<file path="src/logic/isa_pkg.sv">
`default_nettype none

package isa_pkg;

  typedef enum logic [4:0] {
    HALT    = 5'b00000,
    NOP     = 5'b00001,
    J       = 5'b00100,
    JR      = 5'b00101,
    JAL     = 5'b00110,
    JALR    = 5'b00111,
    ADDI    = 5'b01000,
    SUBI    = 5'b01001,
    XORI    = 5'b01010,
    ANDNI   = 5'b01011,
    BEQZ    = 5'b01100,
    BNEZ    = 5'b01101,
    BLTZ    = 5'b01110,
    BGEZ    = 5'b01111,
    ST      = 5'b10000,
    LD      = 5'b10001,
    SLBI    = 5'b10010,
    STU     = 5'b10011,
    ROLI    = 5'b10100,
    SLLI    = 5'b10101,
    RORI    = 5'b10110,
    SRLI    = 5'b10111,
    LBI     = 5'b11000,
    BTR     = 5'b11001,
    SHIFT_R = 5'b11010,  // ROL/SLL/ROR/SRL by ext
    ALU_R   = 5'b11011,  // ADD/SUB/XOR/ANDN by ext
    SEQ     = 5'b11100,
    SLT     = 5'b11101,
    SLE     = 5'b11110,
    SCO     = 5'b11111
  } opcode_e;

  localparam int          NUM_REGS = 8;
  localparam logic [2:0]  LINK_REG = 3'd7;   // r7 gets PC+2 on JAL/JALR
  localparam logic [15:0] NOP_WORD = 16'h0800;

  // ALU op classes; the low two bits come from the opcode where noted
  localparam logic [3:0] ALU_ADD = 4'h0;
  localparam logic [3:0] ALU_XOR = 4'h1;
  localparam logic [3:0] ALU_AND = 4'h2;   // ANDN when inv_b is set
  localparam logic [3:0] ALU_ROL = 4'h4;   // 4..7 rol, sll, ror, srl
  localparam logic [3:0] ALU_SEQ = 4'h8;   // 8..11 seq, slt, sle, sco

  localparam logic [1:0] WB_ALU = 2'd0;
  localparam logic [1:0] WB_MEM = 2'd1;
  localparam logic [1:0] WB_PC2 = 2'd2;
  localparam logic [1:0] WB_IMM = 2'd3;

  localparam logic [1:0] B_REG  = 2'd0;
  localparam logic [1:0] B_IMM5 = 2'd1;
  localparam logic [1:0] B_IMM8 = 2'd2;
  localparam logic [1:0] B_ZERO = 2'd3;

  localparam logic [1:0] DST_RS   = 2'd0;
  localparam logic [1:0] DST_RT   = 2'd1;
  localparam logic [1:0] DST_RD   = 2'd2;
  localparam logic [1:0] DST_LINK = 2'd3;

  typedef struct packed {
    opcode_e    opcode;
    logic [2:0] rs;
    logic [2:0] rt;
    logic [2:0] rd;
    logic [1:0] ext;
  } r_fmt_t;

  typedef struct packed {
    opcode_e    opcode;
    logic [2:0] rs;
    logic [2:0] rd;    // Same bits as r_fmt.rt
    logic [4:0] imm5;
  } i1_fmt_t;

  typedef struct packed {
    opcode_e    opcode;
    logic [2:0] rs;
    logic [7:0] imm8;
  } i2_fmt_t;

  typedef struct packed {
    opcode_e     opcode;
    logic [10:0] disp11;
  } j_fmt_t;

  typedef union packed {
    r_fmt_t  r_fmt;
    i1_fmt_t i1_fmt;
    i2_fmt_t i2_fmt;
    j_fmt_t  j_fmt;
  } instr_u;

  typedef struct packed {
    logic [3:0] alu_op;
    logic [1:0] wb_sel;
    logic [1:0] b_sel;
    logic [1:0] reg_dst;
    logic       reg_write;
    logic       slbi;
    logic       branch;
    logic       zero_ext;
    logic       set_op;
    logic       sub;        // Carry in of the adder
    logic       mem_en;
    logic       inv_a;
    logic       inv_b;
    logic       mem_write;
    logic       imm_sel;    // 1 picks disp11, 0 picks imm8 for targets
    logic       alu_jmp;
    logic       halt;
    logic       btr;
    logic       jmp;
  } ctrl_t;

  typedef struct packed {
    logic        write_en;
    logic [2:0]  write_sel;
    logic [15:0] write_data;
  } wb_t;

  typedef struct packed {
    logic       mem_read;
    logic [2:0] rt;
  } ex_info_t;

  typedef struct packed {
    logic [15:0] read1;
    logic [15:0] read2;
    logic [15:0] imm5_ext;
    logic [15:0] imm8_ext;
    logic [15:0] imm11_ext;
    logic [2:0]  rs;
    logic [2:0]  rt;
    logic [2:0]  wr_sel;
    logic [1:0]  ext;
    logic [1:0]  branch_sel;
    logic [15:0] instr;
  } dec_out_t;

endpackage

`default_nettype wire

</file>
<file path="src/logic/instr_decoder.sv">
`timescale 1ns/1ps
`default_nettype none

module instr_decoder (
  input  wire isa_pkg::opcode_e opcode,
  output isa_pkg::ctrl_t        ctrl
);

  always_comb begin
    ctrl = '0;
    case (opcode)
      isa_pkg::HALT: begin
        ctrl.halt = 1'b1;
      end
      isa_pkg::ADDI, isa_pkg::SUBI, isa_pkg::XORI, isa_pkg::ANDNI: begin
        ctrl.reg_write = 1'b1;
        ctrl.reg_dst   = isa_pkg::DST_RT;
        ctrl.b_sel     = isa_pkg::B_IMM5;
        ctrl.wb_sel    = isa_pkg::WB_ALU;
        ctrl.zero_ext  = opcode[1];                  // XORI, ANDNI are unsigned
        ctrl.inv_a     = (opcode == isa_pkg::SUBI);  // imm - rs
        ctrl.sub       = (opcode == isa_pkg::SUBI);
        ctrl.inv_b     = (opcode == isa_pkg::ANDNI);
        ctrl.alu_op    = (opcode == isa_pkg::XORI)  ? isa_pkg::ALU_XOR :
                         (opcode == isa_pkg::ANDNI) ? isa_pkg::ALU_AND : isa_pkg::ALU_ADD;
      end
      isa_pkg::ROLI, isa_pkg::SLLI, isa_pkg::RORI, isa_pkg::SRLI: begin
        ctrl.reg_write = 1'b1;
        ctrl.reg_dst   = isa_pkg::DST_RT;
        ctrl.b_sel     = isa_pkg::B_IMM5;
        ctrl.zero_ext  = 1'b1;
        ctrl.alu_op    = isa_pkg::ALU_ROL | {2'b00, opcode[1:0]};  // Shift kind from opcode
      end
      isa_pkg::ST, isa_pkg::LD, isa_pkg::STU: begin
        ctrl.mem_en    = 1'b1;
        ctrl.b_sel     = isa_pkg::B_IMM5;
        ctrl.alu_op    = isa_pkg::ALU_ADD;               // rs + imm5 address
        ctrl.mem_write = (opcode != isa_pkg::LD);
        ctrl.reg_write = (opcode != isa_pkg::ST);
        ctrl.reg_dst   = (opcode == isa_pkg::LD) ? isa_pkg::DST_RT : isa_pkg::DST_RS;
        ctrl.wb_sel    = (opcode == isa_pkg::LD) ? isa_pkg::WB_MEM : isa_pkg::WB_ALU;
      end
      isa_pkg::BTR: begin
        ctrl.reg_write = 1'b1;
        ctrl.reg_dst   = isa_pkg::DST_RD;
        ctrl.b_sel     = isa_pkg::B_ZERO;
        ctrl.btr       = 1'b1;
      end
      isa_pkg::ALU_R, isa_pkg::SHIFT_R: begin
        ctrl.reg_write = 1'b1;
        ctrl.reg_dst   = isa_pkg::DST_RD;
        ctrl.b_sel     = isa_pkg::B_REG;
        // Class only, execute picks the exact op from ext
        ctrl.alu_op    = (opcode == isa_pkg::SHIFT_R) ? isa_pkg::ALU_ROL : isa_pkg::ALU_ADD;
      end
      isa_pkg::SEQ, isa_pkg::SLT, isa_pkg::SLE, isa_pkg::SCO: begin
        ctrl.reg_write = 1'b1;
        ctrl.reg_dst   = isa_pkg::DST_RD;
        ctrl.b_sel     = isa_pkg::B_REG;
        ctrl.set_op    = 1'b1;
        ctrl.alu_op    = isa_pkg::ALU_SEQ | {2'b00, opcode[1:0]};
        ctrl.sub       = (opcode != isa_pkg::SCO);  // Compare as rs - rt
        ctrl.inv_b     = (opcode != isa_pkg::SCO);
      end
      isa_pkg::BEQZ, isa_pkg::BNEZ, isa_pkg::BLTZ, isa_pkg::BGEZ: begin
        ctrl.branch = 1'b1;
        ctrl.b_sel  = isa_pkg::B_ZERO;  // rs passes through for the zero test
      end
      isa_pkg::LBI: begin
        ctrl.reg_write = 1'b1;
        ctrl.reg_dst   = isa_pkg::DST_RS;
        ctrl.wb_sel    = isa_pkg::WB_IMM;
      end
      isa_pkg::SLBI: begin
        // Execute forms (rs << 8) | imm8
        ctrl.reg_write = 1'b1;
        ctrl.reg_dst   = isa_pkg::DST_RS;
        ctrl.b_sel     = isa_pkg::B_IMM8;
        ctrl.zero_ext  = 1'b1;
        ctrl.slbi      = 1'b1;
      end
      isa_pkg::J, isa_pkg::JAL: begin
        ctrl.jmp       = 1'b1;
        ctrl.imm_sel   = 1'b1;
        ctrl.reg_write = opcode[1];  // Link on JAL
        ctrl.reg_dst   = opcode[1] ? isa_pkg::DST_LINK : isa_pkg::DST_RS;
        ctrl.wb_sel    = opcode[1] ? isa_pkg::WB_PC2 : isa_pkg::WB_ALU;
      end
      isa_pkg::JR, isa_pkg::JALR: begin
        ctrl.alu_jmp   = 1'b1;
        ctrl.b_sel     = isa_pkg::B_IMM8;  // Target rs + imm8
        ctrl.alu_op    = isa_pkg::ALU_ADD;
        ctrl.reg_write = opcode[1];
        ctrl.reg_dst   = opcode[1] ? isa_pkg::DST_LINK : isa_pkg::DST_RS;
        ctrl.wb_sel    = opcode[1] ? isa_pkg::WB_PC2 : isa_pkg::WB_ALU;
      end
      default: begin
        ctrl = '0;  // NOP and unused codes
      end
    endcase
  end

endmodule

`default_nettype wire

</file>
<file path="src/logic/reg_file_bypass.sv">
`timescale 1ns/1ps
`default_nettype none

module reg_file_bypass (
  input  wire               clk,
  input  wire               arst_n,
  input  wire [2:0]         rd1_sel,
  input  wire [2:0]         rd2_sel,
  input  wire isa_pkg::wb_t wb,
  output logic [15:0]       rd1_data,
  output logic [15:0]       rd2_data
);

  logic [15:0] regs [isa_pkg::NUM_REGS];
  logic        hit1;
  logic        hit2;

  always_ff @(posedge clk or negedge arst_n) begin
    if (!arst_n) begin
      for (int i = 0; i < isa_pkg::NUM_REGS; i++) begin
        regs[i] <= '0;
      end
    end else if (wb.write_en) begin
      regs[wb.write_sel] <= wb.write_data;
    end
  end

  // Write-back lands at the edge, so forward it to a same-cycle read
  assign hit1 = wb.write_en && (wb.write_sel == rd1_sel);
  assign hit2 = wb.write_en && (wb.write_sel == rd2_sel);

  assign rd1_data = hit1 ? wb.write_data : regs[rd1_sel];
  assign rd2_data = hit2 ? wb.write_data : regs[rd2_sel];

endmodule

`default_nettype wire

</file>
<file path="src/logic/load_use_hazard.sv">
`timescale 1ns/1ps
`default_nettype none

module load_use_hazard (
  input  wire                    clk,
  input  wire                    arst_n,
  input  wire                    stall,
  input  wire isa_pkg::ex_info_t ex,
  input  wire                    pc_src,
  input  wire [2:0]              src_rs,
  input  wire [2:0]              src_rt,
  output logic                   data_hazard,
  output logic                   flush
);

  logic pc_src_q;   // Second flush cycle
  logic rs_match;
  logic rt_match;

  always_ff @(posedge clk or negedge arst_n) begin
    if (!arst_n) begin
      pc_src_q <= 1'b0;
    end else begin
      pc_src_q <= pc_src;
    end
  end

  assign rs_match = (ex.rt == src_rs);
  assign rt_match = (ex.rt == src_rt);

  // Load in execute feeds a source of the word in decode
  assign data_hazard = ex.mem_read && !stall && (rs_match || rt_match);

  // Kill the two younger words behind a taken branch or jump
  assign flush = pc_src | pc_src_q;

endmodule

`default_nettype wire

</file>
<file path="src/logic/decode_stage.sv">
`timescale 1ns/1ps
`default_nettype none

module decode_stage (
  input  wire                    clk,
  input  wire                    arst_n,
  input  wire                    dmem_stall,
  input  wire                    imem_stall,
  input  wire isa_pkg::instr_u   instr_fd,
  input  wire isa_pkg::wb_t      wb,
  input  wire                    pc_src,
  input  wire isa_pkg::ex_info_t ex,
  output isa_pkg::ctrl_t         ctrl,
  output isa_pkg::dec_out_t      dec,
  output logic                   data_hazard,
  output logic                   flush
);

  isa_pkg::instr_u instr_q;    // Word from the previous cycle
  logic            hazard_q;
  isa_pkg::instr_u instr;      // Word actually decoded
  logic            stall;
  logic [15:0]     read1;
  logic [15:0]     read2;
  logic [4:0]      imm5;
  logic [7:0]      imm8;
  logic [10:0]     imm11;

  assign stall = dmem_stall | imem_stall;

  always_ff @(posedge clk or negedge arst_n) begin
    if (!arst_n) begin
      instr_q  <= isa_pkg::NOP_WORD;
      hazard_q <= 1'b0;
    end else begin
      instr_q  <= instr_fd;
      hazard_q <= data_hazard;
    end
  end

  always_comb begin
    if (data_hazard || flush || dmem_stall) begin
      instr = isa_pkg::NOP_WORD;  // Bubble
    end else if (hazard_q && (instr_q != isa_pkg::NOP_WORD)) begin
      instr = instr_q;            // Replay the word held back by the bubble
    end else begin
      instr = instr_fd;
    end
  end

  instr_decoder u_instr_decoder (
    .opcode (instr.r_fmt.opcode),
    .ctrl   (ctrl)
  );

  reg_file_bypass u_reg_file_bypass (
    .clk      (clk),
    .arst_n   (arst_n),
    .rd1_sel  (instr.r_fmt.rs),
    .rd2_sel  (instr.r_fmt.rt),
    .wb       (wb),
    .rd1_data (read1),
    .rd2_data (read2)
  );

  load_use_hazard u_load_use_hazard (
    .clk         (clk),
    .arst_n      (arst_n),
    .stall       (stall),
    .ex          (ex),
    .pc_src      (pc_src),
    .src_rs      (instr_fd.r_fmt.rs),  // Incoming word, not the selected one
    .src_rt      (instr_fd.r_fmt.rt),
    .data_hazard (data_hazard),
    .flush       (flush)
  );

  assign imm5  = instr.i1_fmt.imm5;
  assign imm8  = instr.i2_fmt.imm8;
  assign imm11 = instr.j_fmt.disp11;

  always_comb begin
    dec.read1     = read1;
    dec.read2     = read2;
    dec.imm5_ext  = ctrl.zero_ext ? {11'd0, imm5} : {{11{imm5[4]}}, imm5};
    dec.imm8_ext  = ctrl.zero_ext ? {8'd0, imm8} : {{8{imm8[7]}}, imm8};
    dec.imm11_ext = {{5{imm11[10]}}, imm11};  // Jump displacement is always signed
    dec.rs        = instr.r_fmt.rs;
    dec.rt        = instr.r_fmt.rt;
    case (ctrl.reg_dst)
      isa_pkg::DST_RS: dec.wr_sel = instr.r_fmt.rs;
      isa_pkg::DST_RT: dec.wr_sel = instr.r_fmt.rt;
      isa_pkg::DST_RD: dec.wr_sel = instr.r_fmt.rd;
      default:         dec.wr_sel = isa_pkg::LINK_REG;
    endcase
    dec.ext        = instr.r_fmt.ext;
    dec.branch_sel = instr.r_fmt.opcode[1:0];  // Picks the branch condition
    dec.instr      = instr;
  end

endmodule

`default_nettype wire

</file>
<file path="config.mk">
export PLATFORM = sky130hd
export DESIGN_NAME = decode_stage
export DESIGN_NICKNAME = d
export VERILOG_FILES = /design/src/logic/isa_pkg.sv /design/src/logic/instr_decoder.sv /design/src/logic/reg_file_bypass.sv /design/src/logic/load_use_hazard.sv /design/src/logic/decode_stage.sv
export SDC_FILE = /design/constraint.sdc
export NUM_CORES = 1
export LEC_CHECK = 0
export BUFFER_PORTS_ARGS = -buffer_cell sky130_fd_sc_hd__buf_2
export CORE_AREA = 4 4 159 161
export CTS_CLUSTER_SIZE = 28
export DETAILED_ROUTE_END_ITERATION = 12
export DIE_AREA = 0 0 163 165
export GPL_TIMING_DRIVEN = 0
export MAX_ROUTING_LAYER = met4
export PLACE_DENSITY = 0.59
export SYNTH_ARGS = -nofsm -noshare
export SYNTH_HDL_FRONTEND = slang
export SYNTH_HIERARCHICAL = 1
export SYNTH_SLANG_ARGS = --single-unit
</file>
<file path="constraint.sdc">
create_clock -name clk -period 7.4 [get_ports clk]
set_input_delay 0.74 -clock clk [delete_from_list [all_inputs] [get_ports clk]]
set_output_delay 0.74 -clock clk [all_outputs]
set_load 0.02 [all_outputs]
</file>
After elaboration in Yosys (flattened, before gate mapping). Cells that the tools add are included.

Bits in registers: 146. Bits of input ports: 45. Output and inout port bits: 136. Logic and storage cells: 125.

Order comparisons: 4. Equality and inequality tests: 38. Muxes and demuxes: 39. Bitwise operators: 5. Reduce and logical (&&, ||, !) cells: 28.

Operators by type and width (number): 2-to-1 mux 16 bit (11); bitwise mux 128 bit (1); binary-select mux 16 bit (select 3 bit) (2); equality test 5 bit, second input constant (16); demux 16 bit (select 3 bit) (1); equality test 5 x 4 -> 1 bit, second input constant (8); equality test 5 x 3 -> 1 bit, second input constant (4); OR reduction 4 bit (5); inequality test 16 x 12 -> 1 bit, second input constant (1); case mux 4 bit (4 select lines) (1); inequality test 5 bit, second input constant (3); case mux 3 bit (5 select lines) (1); equality test 3 bit (4); greater-or-equal comparator 4 bit, second input constant (3); NOT 3 -> 4 bit (3); case mux 2 bit (3 select lines) (2); 2-to-1 mux 1 bit (11); OR reduction 11 bit (1); OR reduction 5 bit (2); case mux 3 bit (3 select lines) (1); OR reduction 2 bit (4); OR reduction 8 bit (1); OR reduction 7 bit (1); logical AND 1 bit (6); 13 further kinds (21).

Logic depth before layout (Yosys ltp). Gate-level depths: netlist (run 1).

Word-level depth: 12. Depth in mapped cells: 14. Mapped depth without buffers: 11.

Cells and area by module. Netlist (run 1), hierarchy kept.

By module, submodules not included: reg_file_bypass (instances 1, cells each 452, area each 7508.5 um^2, seq. area each 3203.1 um^2); decode_stage (instances 1, cells each 138, area each 1313.8 um^2, seq. area each 426.7 um^2); instr_decoder (instances 1, cells each 66, area each 445.4 um^2, seq. area each 0.0 um^2); load_use_hazard (instances 1, cells each 12, area each 105.1 um^2, seq. area each 25.0 um^2).

Worst setup path before layout (run 1). Ideal clock, no wire load.

Path type: in2out. Start: input port ex[2] (netlist name). End: output port dec[77] (netlist name). Arrival: 4.012 ns. Data required time: 6.660 ns. Path slack: 2.648 ns. Stages on the path: 12. Buffers on the path: 3. Path through: xnor2_1 > nand3_1 > a21oi_1 > nor3_1 > buf_2 > nand2_1 > o21ai_0 > buf_6 > buf_6 > mux4_1 > mux2_2 > mux2_2.

RTL lines: start: declaration (line decode_stage.sv:12) `input wire isa_pkg::ex_info_t ex,`; end: declaration (line decode_stage.sv:14) `output isa_pkg::dec_out_t dec,`.

==> impl_metrics.py, run 1 <==
metrics = {
    "status": {
        "status": "complete, no violations",
    },
    "sta": {
        "slew_headroom_pct": 30.1,
        "final_hold_viol_count": 0,
        "setup_ws_ns": 1.64,
        "finalCritPeriodShare_pct": 77.9,
        "post-route-min-period_ns": 5.76,
        "grt_setup_unrepaired": "no",
        "finClkSkew_ns": 0,
        "maxSlewViolCount": 0,
        "max_clock_freq_mhz": 173,
        "tns_ns": 0,
        "worstMarginPinSlew_ns": 1.04,
        "finalSetupViolations": 0,
    },
    "routing": {
        "routedWlPerCell_um": 20.7,
        "via_per_inst": 5.28,
        "first_pass_iters": 4,
        "drc": 0,
        "drt_iter0_drc": 363,
        "vias": 6273,
        "totalWireLength_um": 24500,
        "drtAntennaViolNets": 0,
    },
    "placed_design": {
        "port_buffers": 160,
        "gp_congestion": 0.871,
        "dp.cells": 1153,
        "placed_area_sq_um": 10600,
        "hpwlAfterDp_um": 17000,
        "dp_slack_ns": 1.69,
    },
    "logic_synthesis": {
        "ys_seq_elements": 146,
        "syn_area_sq_um": 9370,
        "synth_top_cell_by_area": "dfrtp_1",
        "yosysMostFrequentCell": "mux2_2",
        "synth.area.top_cells": "dfrtp_1 (39%), mux2_2 (22%), mux4_1 (17%), buf_4 (5.1%), mux2_4 (1.8%)",
        "synth_common_cells": "mux2_2 (181), dfrtp_1 (145), buf_4 (64)",
        "synthArstFlopShare_pct": 100,
        "syn-mean-instance-area_sq_um": 14.0,
        "ys_seq_area_share_pct": 39.0,
        "synth_top_area_share_pct": 38.7,
        "syn_nets": 713,
        "yosysWarnings": 6,
        "synth_cell_types": 55,
        "synth_edf_count": 0,
        "synth_cells": 668,
        "synth_ff_type": "dfrtp_1",
    },
    "global_routing": {
        "track_usage_pct": 19.0,
        "antenna_found_initial": 2,
        "grt_first_pass_wirelength_um": 37800,
        "grt_pass1_vias": 6206,
        "grt_max_degree": 84,
        "grt_overflow": 0,
    },
    "cells_and_area": {
        "nets": 893,
        "drive_above_1_share_pct": 59.0,
        "syn2layout_area_growth_pct": 19.1,
        "fin_cells": 1187,
        "finalCoreUtilization_pct": 46.6,
        "final_cell_area_sq_um": 11200,
    },
    "power_and_ir_drop": {
        "p_per_area_nw_per_um2": 226,
        "power_switching_mw": 0.745,
        "p_int_mw": 1.78,
        "irDropWorstVdd_mv": 0.160,
        "p_seq_share_pct": 41.9,
        "combPwrFrac_pct": 26.7,
        "power.leakage_nw": 5.04,
        "clockPowerShare_pct": 31.4,
        "sw_frac_of_total_pct": 29.5,
    },
    "min_path": {
        "hp-class": "input pin to async pin",
    },
    "clock_network": {
        "cts_resized": 0,
        "cts.root.buffer_cell": "clkbuf_16",
        "clock_latency_ns": 0.40,
        "cts_hold_buf": 0,
        "post_cts_buffers": 0,
        "cts_tree": "built",
        "cts_sinks": 146,
        "path_clk_slew_ns": 0.07,
        "cts_buffers": 17,
        "cts-htree-levels": 4,
        "clockBufferDepth": 2,
    },
    "floorplanning": {
        "initial_utilization_pct": 39.1,
        "dieWidth_um": 163,
        "die_h_um": 165,
        "core-area_sq_um": 24000,
        "io_pins": 181,
        "dieArea_sq_um": 26900,
        "rows": 57,
    },
    "worst_setup_path": {
        "r2r-start": "u_reg_file_bypass/regs[26]",
        "worst-path-max-fanout": 10,
        "crit_arrival_ns": 5.02,
        "crit_required_ns": 6.66,
        "endpoint": "dec[82]",
        "ff2ff_path_depth": 1,
        "crit_type": "input pin to output pin",
        "crit-reg2reg-capture": "u_reg_file_bypass/regs[26]",
        "endpoint_kind": "output pin",
        "cp-start-kind": "input pin",
        "startpoint": "instr_fd[8]",
        "rrSetupSlack_ns": 6.61,
    },
    "flow_run": {
        "max_cap_violations": 0,
    },
}
==> area by class of cell <==
type	count	area, sq um
clock buffer	17	425
antenna	2	5.00
inverter	6	22.5
fill	2225	12800
tap	324	405
multi-input combinational	397	4880
buffer	119	813
timing repair buffer	161	835
sequential	146	3650
clock inverter	15	123
==> critical path, stage by stage <==
cell,delay (ns)
buf_2,0.13
xnor2_1,0.13
nand3_1,0.08
a21oi_1,0.13
nor3_1,0.47
buf_2,0.31
nand2_1,0.07
o21ai_0,0.80
clkbuf_1,0.36
clkbuf_1,0.66
mux4_1,0.41
mux2_2,0.29
mux2_4,0.28
buf_2,0.16
==> worst min-delay path by stage <==
stage,endpoint,startpoint,slack [ns],cells after the start
finish,u_reg_file_bypass/regs[121],arst_n,0.33,1
global route,instr_q[4],arst_n,0.37,1
CTS,instr_q[4],arst_n,0.33,1
detailed placement,u_reg_file_bypass/regs[46],u_reg_file_bypass/regs[46],0.50,1
global placement,u_reg_file_bypass/regs[32],u_reg_file_bypass/regs[32],0.49,1
floorplan,hazard_q,arst_n,0.44,0
==> routing by layer <==
| metal | routed length [um] | part of all wire (%) | track usage (%) | up-vias |
|---|---|---|---|---|
| met4 | 353 | 1.4 | 5.83 | 0 |
| li1 | - | - | - | 2864 |
| met5 | 0 | 0 | - | - |
| met1 | 10800 | 44 | 25.1 | 3217 |
| met2 | 12000 | 49 | 30.2 | 174 |
| met3 | 1370 | 5.6 | 3.37 | 18 |
==> registers in the layout, summed over array words and instances, names as in the netlist <==
name and cells:
instr_q 16, hazard_q 1, u_load_use_hazard/pc_src_q 1, u_reg_file_bypass/regs 128
==> metrics by stage <==
stage | power [mW] | hold WS [ns]
after global routing | 2.67 | 0.372
after floorplan | 1.55 | 0.444
after global placement | 1.73 | 0.493
after CTS | 2.56 | 0.332
final | 2.53 | 0.332
after detailed placement | 1.75 | 0.502
==> cell usage in the layout, fill, tap and decap left out, types with 7 or more instances in the layout <==
cell type | netlist | final
buf_1 | 17 | 17
buf_2 | 16 | 175
buf_4 | 64 | 64
buf_6 | 12 | 13
clkbuf_1 | 9 | 9
clkbuf_16 | 0 | 17
dfrtp_1 | 145 | 145
mux2_2 | 181 | 181
mux2_4 | 11 | 11
mux2i_1 | 13 | 13
mux4_1 | 60 | 60
nand2_1 | 16 | 16
nor2_1 | 14 | 14
nor2b_1 | 7 | 7
xnor2_1 | 13 | 13
==> cells by family after synthesis <==
kind of cell	synth area share, %
AO/OA/AOI/OAI	2.30
flip-flops	39.0
XOR/XNOR	1.21
buffers and inverters	8.92
AND/OR/NAND/NOR	5.66
multiplexers	42.9
==> power groups by stage <==
stage	Combinational, mW	Clock (mW)	Sequential [mW]
2_1_floorplan	0.519	0	1.04
6_report	0.674	0.793	1.06
5_1_grt	0.731	0.854	1.08
3_3_place_gp	0.668	0	1.06
4_1_cts	0.681	0.818	1.06
3_5_place_dp	0.679	0	1.07
Power figures use the tool's default switching activity.
==> inputs of run 2 (changes only) <==
==> constraint.sdc (replaced) <==
create_clock -name clk -period 5.4 [get_ports clk]
set_input_delay 0.54 -clock clk [delete_from_list [all_inputs] [get_ports clk]]
set_output_delay 0.54 -clock clk [all_outputs]
set_load 0.02 [all_outputs]
==> run 2 against run 1 <==
Design area did not move; routed wire length barely moved; critical path type is now flop to output pin; sequential power rose by 37%; setup slack got worse by 1.4 ns; non-clock buffer count did not move; clock skew did not move; count of clock-buffer cells in the layout did not move; first-iteration DRC count fell by 0.28%; global-route usage did not move; largest power group unchanged; cell count did not move.
==> impl_metrics.py, run 2 (synthesized netlist as in run 1, its figures left out) <==
metrics = {
    "power_and_ir_drop": {
        "p_per_area_nw_per_um2": 310,
        "p_int_mw": 2.44,
        "combPwrFrac_pct": 26.7,
        "sw_frac_of_total_pct": 29.5,
        "irDropWorstVdd_mv": 0.219,
        "power_switching_mw": 1.02,
        "power.leakage_nw": 5.04,
        "clockPowerShare_pct": 31.4,
        "p_seq_share_pct": 41.9,
    },
    "placed_design": {
        "placed_area_sq_um": 10600,
        "hpwlAfterDp_um": 17000,
        "dp.cells": 1153,
        "gp_congestion": 0.871,
        "port_buffers": 160,
    },
    "sta": {
        "grt_setup_unrepaired": "no",
        "finClkSkew_ns": 0,
        "post-route-min-period_ns": 5.15,
        "worstMarginPinSlew_ns": 0.873,
        "finalCritPeriodShare_pct": 95.3,
        "tns_ns": 0,
        "max_clock_freq_mhz": 194,
        "final_hold_viol_count": 0,
        "slew_headroom_pct": 41.8,
        "maxSlewViolCount": 0,
        "finalSetupViolations": 0,
    },
    "floorplanning": {
        "rows": 57,
        "die_h_um": 165,
        "initial_utilization_pct": 39.1,
        "dieArea_sq_um": 26900,
        "core-area_sq_um": 24000,
        "dieWidth_um": 163,
        "io_pins": 181,
    },
    "worst_setup_path": {
        "ff2ff_path_depth": 1,
        "crit_path_cell_trace": "or2_2 -> nor3_1 -> buf_2 -> nand2_1 -> o21ai_1 -> clkbuf_1 -> clkbuf_1 -> mux4_1 -> mux2_2 -> mux2_4 -> buf_2",
        "endpoint": "dec[82]",
        "crit_type": "flop to output pin",
        "crit_required_ns": 4.86,
        "slowest_delay_ns": 0.66,
        "crit-reg2reg-capture": "u_reg_file_bypass/regs[26]",
        "critical_path.slowest_cell": "clkbuf_1",
        "endpoint_kind": "output pin",
        "worst-path-max-fanout": 10,
        "worst-path-stages": 11,
        "cp-start-kind": "flop",
        "r2r-start": "u_reg_file_bypass/regs[26]",
        "crit_family": "buffers and inverters",
        "startpoint": "u_load_use_hazard/pc_src_q",
        "rrSetupSlack_ns": 4.61,
        "crit_arrival_ns": 4.61,
        "path_buf_inv": 4,
    },
    "routing": {
        "via_per_inst": 5.28,
        "drt_iter0_drc": 362,
        "first_pass_iters": 4,
        "totalWireLength_um": 24500,
        "drtAntennaViolNets": 0,
        "drc": 0,
        "vias": 6270,
        "routedWlPerCell_um": 20.7,
    },
    "cells_and_area": {
        "layout_commonest_cell": "mux2_2",
        "layout_common_cells": "mux2_2 (181), buf_2 (175), dfrtp_1 (145)",
        "max_flop_register": "u_reg_file_bypass/regs",
        "largest_register_ffs": 128,
        "nets": 893,
        "drive_above_1_share_pct": 59.0,
        "reg_top3": "u_reg_file_bypass/regs (128), instr_q (16)",
        "final_cell_area_sq_um": 11200,
        "fin_cells": 1187,
        "syn2layout_area_growth_pct": 19.1,
    },
    "global_routing": {
        "grt_pass1_vias": 6206,
        "antenna_found_initial": 2,
        "track_usage_pct": 19.0,
        "grt_first_pass_wirelength_um": 37800,
        "grt_max_degree": 84,
        "grt_overflow": 0,
    },
    "clock_network": {
        "cts-htree-levels": 4,
        "cts_sinks": 146,
        "cts.root.buffer_cell": "clkbuf_16",
        "path_clk_slew_ns": 0.07,
        "clockBufferDepth": 2,
        "clock_latency_ns": 0.40,
        "cts_tree": "built",
        "cts_buffers": 17,
    },
    "min_path": {
        "hp-class": "input pin to async pin",
    },
    "status": {
        "status": "complete, no violations",
    },
    "flow_run": {
        "max_cap_violations": 0,
    },
}
==> run 2: worst min path at each step <==
stage                                    start                           to  slack [ns]  cells past startpoint
finish                                  arst_n  u_reg_file_bypass/regs[121]        0.13                      1
global route                            arst_n                   instr_q[4]        0.17                      1
CTS                                     arst_n                   instr_q[4]        0.13                      1
detailed placement  u_reg_file_bypass/regs[46]   u_reg_file_bypass/regs[46]        0.50                      1
global placement    u_reg_file_bypass/regs[32]   u_reg_file_bypass/regs[32]        0.49                      1
floorplan                               arst_n                     hazard_q        0.24                      0
==> run 2: cell type report <==
class	count	area, sq um
repair buffers	161	835
plain buffers	119	813
fillers	2225	12800
well taps	324	405
inverters	6	22.5
clock inverters	15	123
diodes	2	5.00
multi-input cells	397	4880
clock buffers	17	425
flip-flops and latches	146	3650
==> run 2: what timing repair did <==
item | in CTS | in global routing
setup buffers | 0 | 0
endpoints found under the hold margin | 0 | 0
resized for setup | 1 | 1
cloned | 0 | 0
endpoints found under the setup margin | 11 | 10
hold buffers | 0 | 0
==> run 2: through the flow <==
stage / power [mW] / hold WS [ns] / util (%) / worst slack, ns
finish: 3.46 / 0.132 / 46.6 / 0.254
CTS: 3.50 / 0.132 / 46.6 / 0.194
detailed placement: 2.40 / 0.502 / 44.3 / 0.0888
floorplan: 2.13 / 0.244 / - / 1.05
global placement: 2.37 / 0.493 / 44.1 / 0.0805
global route: 3.65 / 0.172 / 46.6 / 0.0441
==> run 2: power groups by stage <==
| stage | logic [mW] | registers (mW) | clock network [mW] |
|---|---|---|---|
| 6_report | 0.924 | 1.45 | 1.09 |
| 5_1_grt | 1.00 | 1.48 | 1.17 |
| 3_3_place_gp | 0.916 | 1.46 | 0 |
| 2_1_floorplan | 0.711 | 1.42 | 0 |
| 4_1_cts | 0.933 | 1.45 | 1.12 |
| 3_5_place_dp | 0.930 | 1.47 | 0 |
==> run 2: per-layer routing <==
layer	part of all wire [%]	wire [um]	track usage [%]	vias to the layer above
met5	0	0	-	-
met4	1.4	353	5.83	0
met3	5.6	1370	3.37	18
met2	49	12000	30.2	174
met1	44	10800	25.1	3215
li1	-	-	-	2863
==> inputs of run 3 (changes only) <==
--- a/config.mk
+++ b/config.mk
@@ -13,6 +13,7 @@
 export GPL_TIMING_DRIVEN = 0
 export MAX_ROUTING_LAYER = met4
 export PLACE_DENSITY = 0.59
+export RECOVER_POWER = 50
 export SYNTH_ARGS = -nofsm -noshare
 export SYNTH_HDL_FRONTEND = slang
 export SYNTH_HIERARCHICAL = 1
==> constraint.sdc (replaced) <==
create_clock -name clk -period 5.4 [get_ports clk]
set_input_delay 0.27 -clock clk [delete_from_list [all_inputs] [get_ports clk]]
set_output_delay 0.27 -clock clk [all_outputs]
set_load 0.02 [all_outputs]
==> run 3 against run 2 <==
The flow now finishes with violations (capacitance limit, slew limit); sequential share of layout area is 0.25 points lower; critical path depth is 4 higher; global-route usage is 0.17 points higher; worst hold slack worse by 0.082 ns; clock skew stayed put; count of clock-buffer cells in the layout stayed put; clock power hardly changed; sequential cell count stayed put; setup slack better by 0.0086 ns; register-to-register slack hardly changed; total power is 0.17% higher; highest routed layer unchanged.
==> impl_metrics.py, run 3 (synthesized netlist as in run 1, its figures left out) <==
metrics = {
    "status": {
        "status": "complete, but fails checks",
        "violations": "capacitance limit, slew limit",
    },
    "worst_setup_path": {
        "worst-path-max-fanout": 10,
        "crit_family": "buffers and inverters",
        "slowest_delay_ns": 0.67,
        "cp-start-kind": "input pin",
        "crit_type": "input pin to output pin",
        "rrSetupSlack_ns": 4.61,
        "crit_required_ns": 5.13,
        "crit_top_cell": "clkbuf_1",
        "crit_arrival_ns": 4.87,
        "endpoint_kind": "output pin",
        "crit_path_cell_trace": "dlygate4sd3_1 -> clkbuf_1 -> xnor2_1 -> nand3_1 -> a21oi_1 -> nor3_1 -> buf_2 -> nand2_1 -> o21ai_1 -> clkbuf_1 -> clkbuf_1 -> mux4_1 -> mux2_2 -> mux2_4 -> buf_2",
        "path_buf_inv": 6,
        "critical_path.slowest_cell": "clkbuf_1",
    },
    "power_and_ir_drop": {
        "power.leakage_nw": 5.04,
        "irDropWorstVdd_mv": 0.220,
        "p_per_area_nw_per_um2": 308,
    },
    "placed_design": {
        "gp_congestion": 0.871,
        "port_buffers": 160,
        "hpwlAfterDp_um": 17000,
        "dp_slack_ns": 0.629,
    },
    "sta": {
        "max_clock_freq_mhz": 195,
        "setup_ws_ns": 0.263,
        "finalCritPeriodShare_pct": 95.1,
        "finClkSkew_ns": 0,
        "final_hold_viol_count": 0,
        "post-route-min-period_ns": 5.14,
        "tns_ns": 0,
        "maxSlewViolCount": 65,
        "grt_setup_unrepaired": "no",
        "slew_headroom_pct": -135,
        "finalSetupViolations": 0,
        "worstMarginPinSlew_ns": 3.53,
    },
    "global_routing": {
        "grt_overflow": 0,
        "grt_first_pass_wirelength_um": 38200,
        "grt_pass1_vias": 6323,
        "track_usage_pct": 19.2,
        "grt_max_degree": 84,
        "antenna_found_initial": 1,
    },
    "cells_and_area": {
        "max_flop_register": "u_reg_file_bypass/regs",
        "layout_commonest_cell": "mux2_2",
        "largest_register_ffs": 128,
        "register_area_sq_um": 3650,
        "drive_above_1_share_pct": 55.3,
        "n_fill_cell": 2225,
        "nets": 909,
        "syn2layout_area_growth_pct": 20.1,
        "multi_input_area_sq_um": 4860,
        "reg_top3": "u_reg_file_bypass/regs (128), instr_q (16)",
        "layout_common_cells": "mux2_2 (181), buf_2 (157), dfrtp_1 (145)",
    },
    "min_path": {
        "hp-class": "input pin to flop",
    },
    "floorplanning": {
        "io_pins": 181,
        "dieWidth_um": 163,
        "die_h_um": 165,
        "rows": 57,
        "dieArea_sq_um": 26900,
        "initial_utilization_pct": 39.1,
        "core-area_sq_um": 24000,
    },
    "clock_network": {
        "post_cts_buffers": 0,
        "clock_latency_ns": 0.41,
        "cts_sinks": 146,
        "clockBufferDepth": 2,
        "path_clk_slew_ns": 0.06,
        "cts_buffers": 17,
        "cts-htree-levels": 4,
        "cts_tree": "built",
        "cts.root.buffer_cell": "clkbuf_16",
    },
    "routing": {
        "routedWlPerCell_um": 20.6,
        "first_pass_iters": 4,
        "drt_iter0_drc": 364,
        "drc": 0,
        "vias": 6312,
        "totalWireLength_um": 24800,
        "via_per_inst": 5.25,
        "drtAntennaViolNets": 0,
    },
    "flow_run": {
        "max_cap_violations": 1,
    },
}
-- run 3: per-stage QoR --
step	power, mW	hold WS, ns	std cells	cell area (sq um)	utilization, %
final	3.47	0.0501	1202	11300	47.0
after global routing	3.66	0.0303	1202	11300	47.0
after CTS	3.51	0.00372	1201	11300	47.2
after detailed placement	2.40	0.316	1153	10600	44.3
after global placement	2.37	0.386	1152	10600	44.1
after floorplan	2.13	-0.0256	668	9370	-
-- run 3: worst paths after layout --
path,start,end,cells after the start
max in group asynchronous,arst_n,u_reg_file_bypass/regs[45],3
max,instr_fd[7],dec[82],15
min reg2reg,u_reg_file_bypass/regs[46],u_reg_file_bypass/regs[46],1
max reg2reg,u_reg_file_bypass/regs[26],u_reg_file_bypass/regs[26],1
min,instr_fd[10],instr_q[10],1
min in group asynchronous,arst_n,u_reg_file_bypass/regs[104],2
-- run 3: power breakdown --
group / internal [mW] / switching (mW) / total [mW]
registers: 1.31 / 0.137 / 1.45
logic: 0.531 / 0.399 / 0.930
clock network: 0.599 / 0.488 / 1.09
-- run 3: layout make-up --
type / instances / area share [%]
Inverter: 6 / 0.200
Sequential cell: 146 / 32.5
Timing Repair Buffer: 177 / 8.45
Buffer: 119 / 7.17
Clock buffer: 17 / 3.78
Antenna cell: 1 / 0.0222
Tap cell: 324 / 3.60
Clock inverter: 15 / 1.09
Multi-Input combinational cell: 397 / 43.2
-- run 3: what timing repair did --
| action | 4_1_cts | 5_1_grt |
|---|---|---|
| gates resized for setup | 0 | 2 |
| endpoints found under the setup margin | 0 | 16 |
| hold buffers | 16 | 0 |
| endpoints found under the hold margin | 77 | 0 |
-- run 3: layer usage --
layer  vias up  GRT usage [%]  part of all wire (%)
met1      3243           25.3                    45
met5         -              -                     0
met2       151           30.7                    49
li1       2900              -                     -
met4         0           5.83                   1.4
met3        18           3.22                   4.8
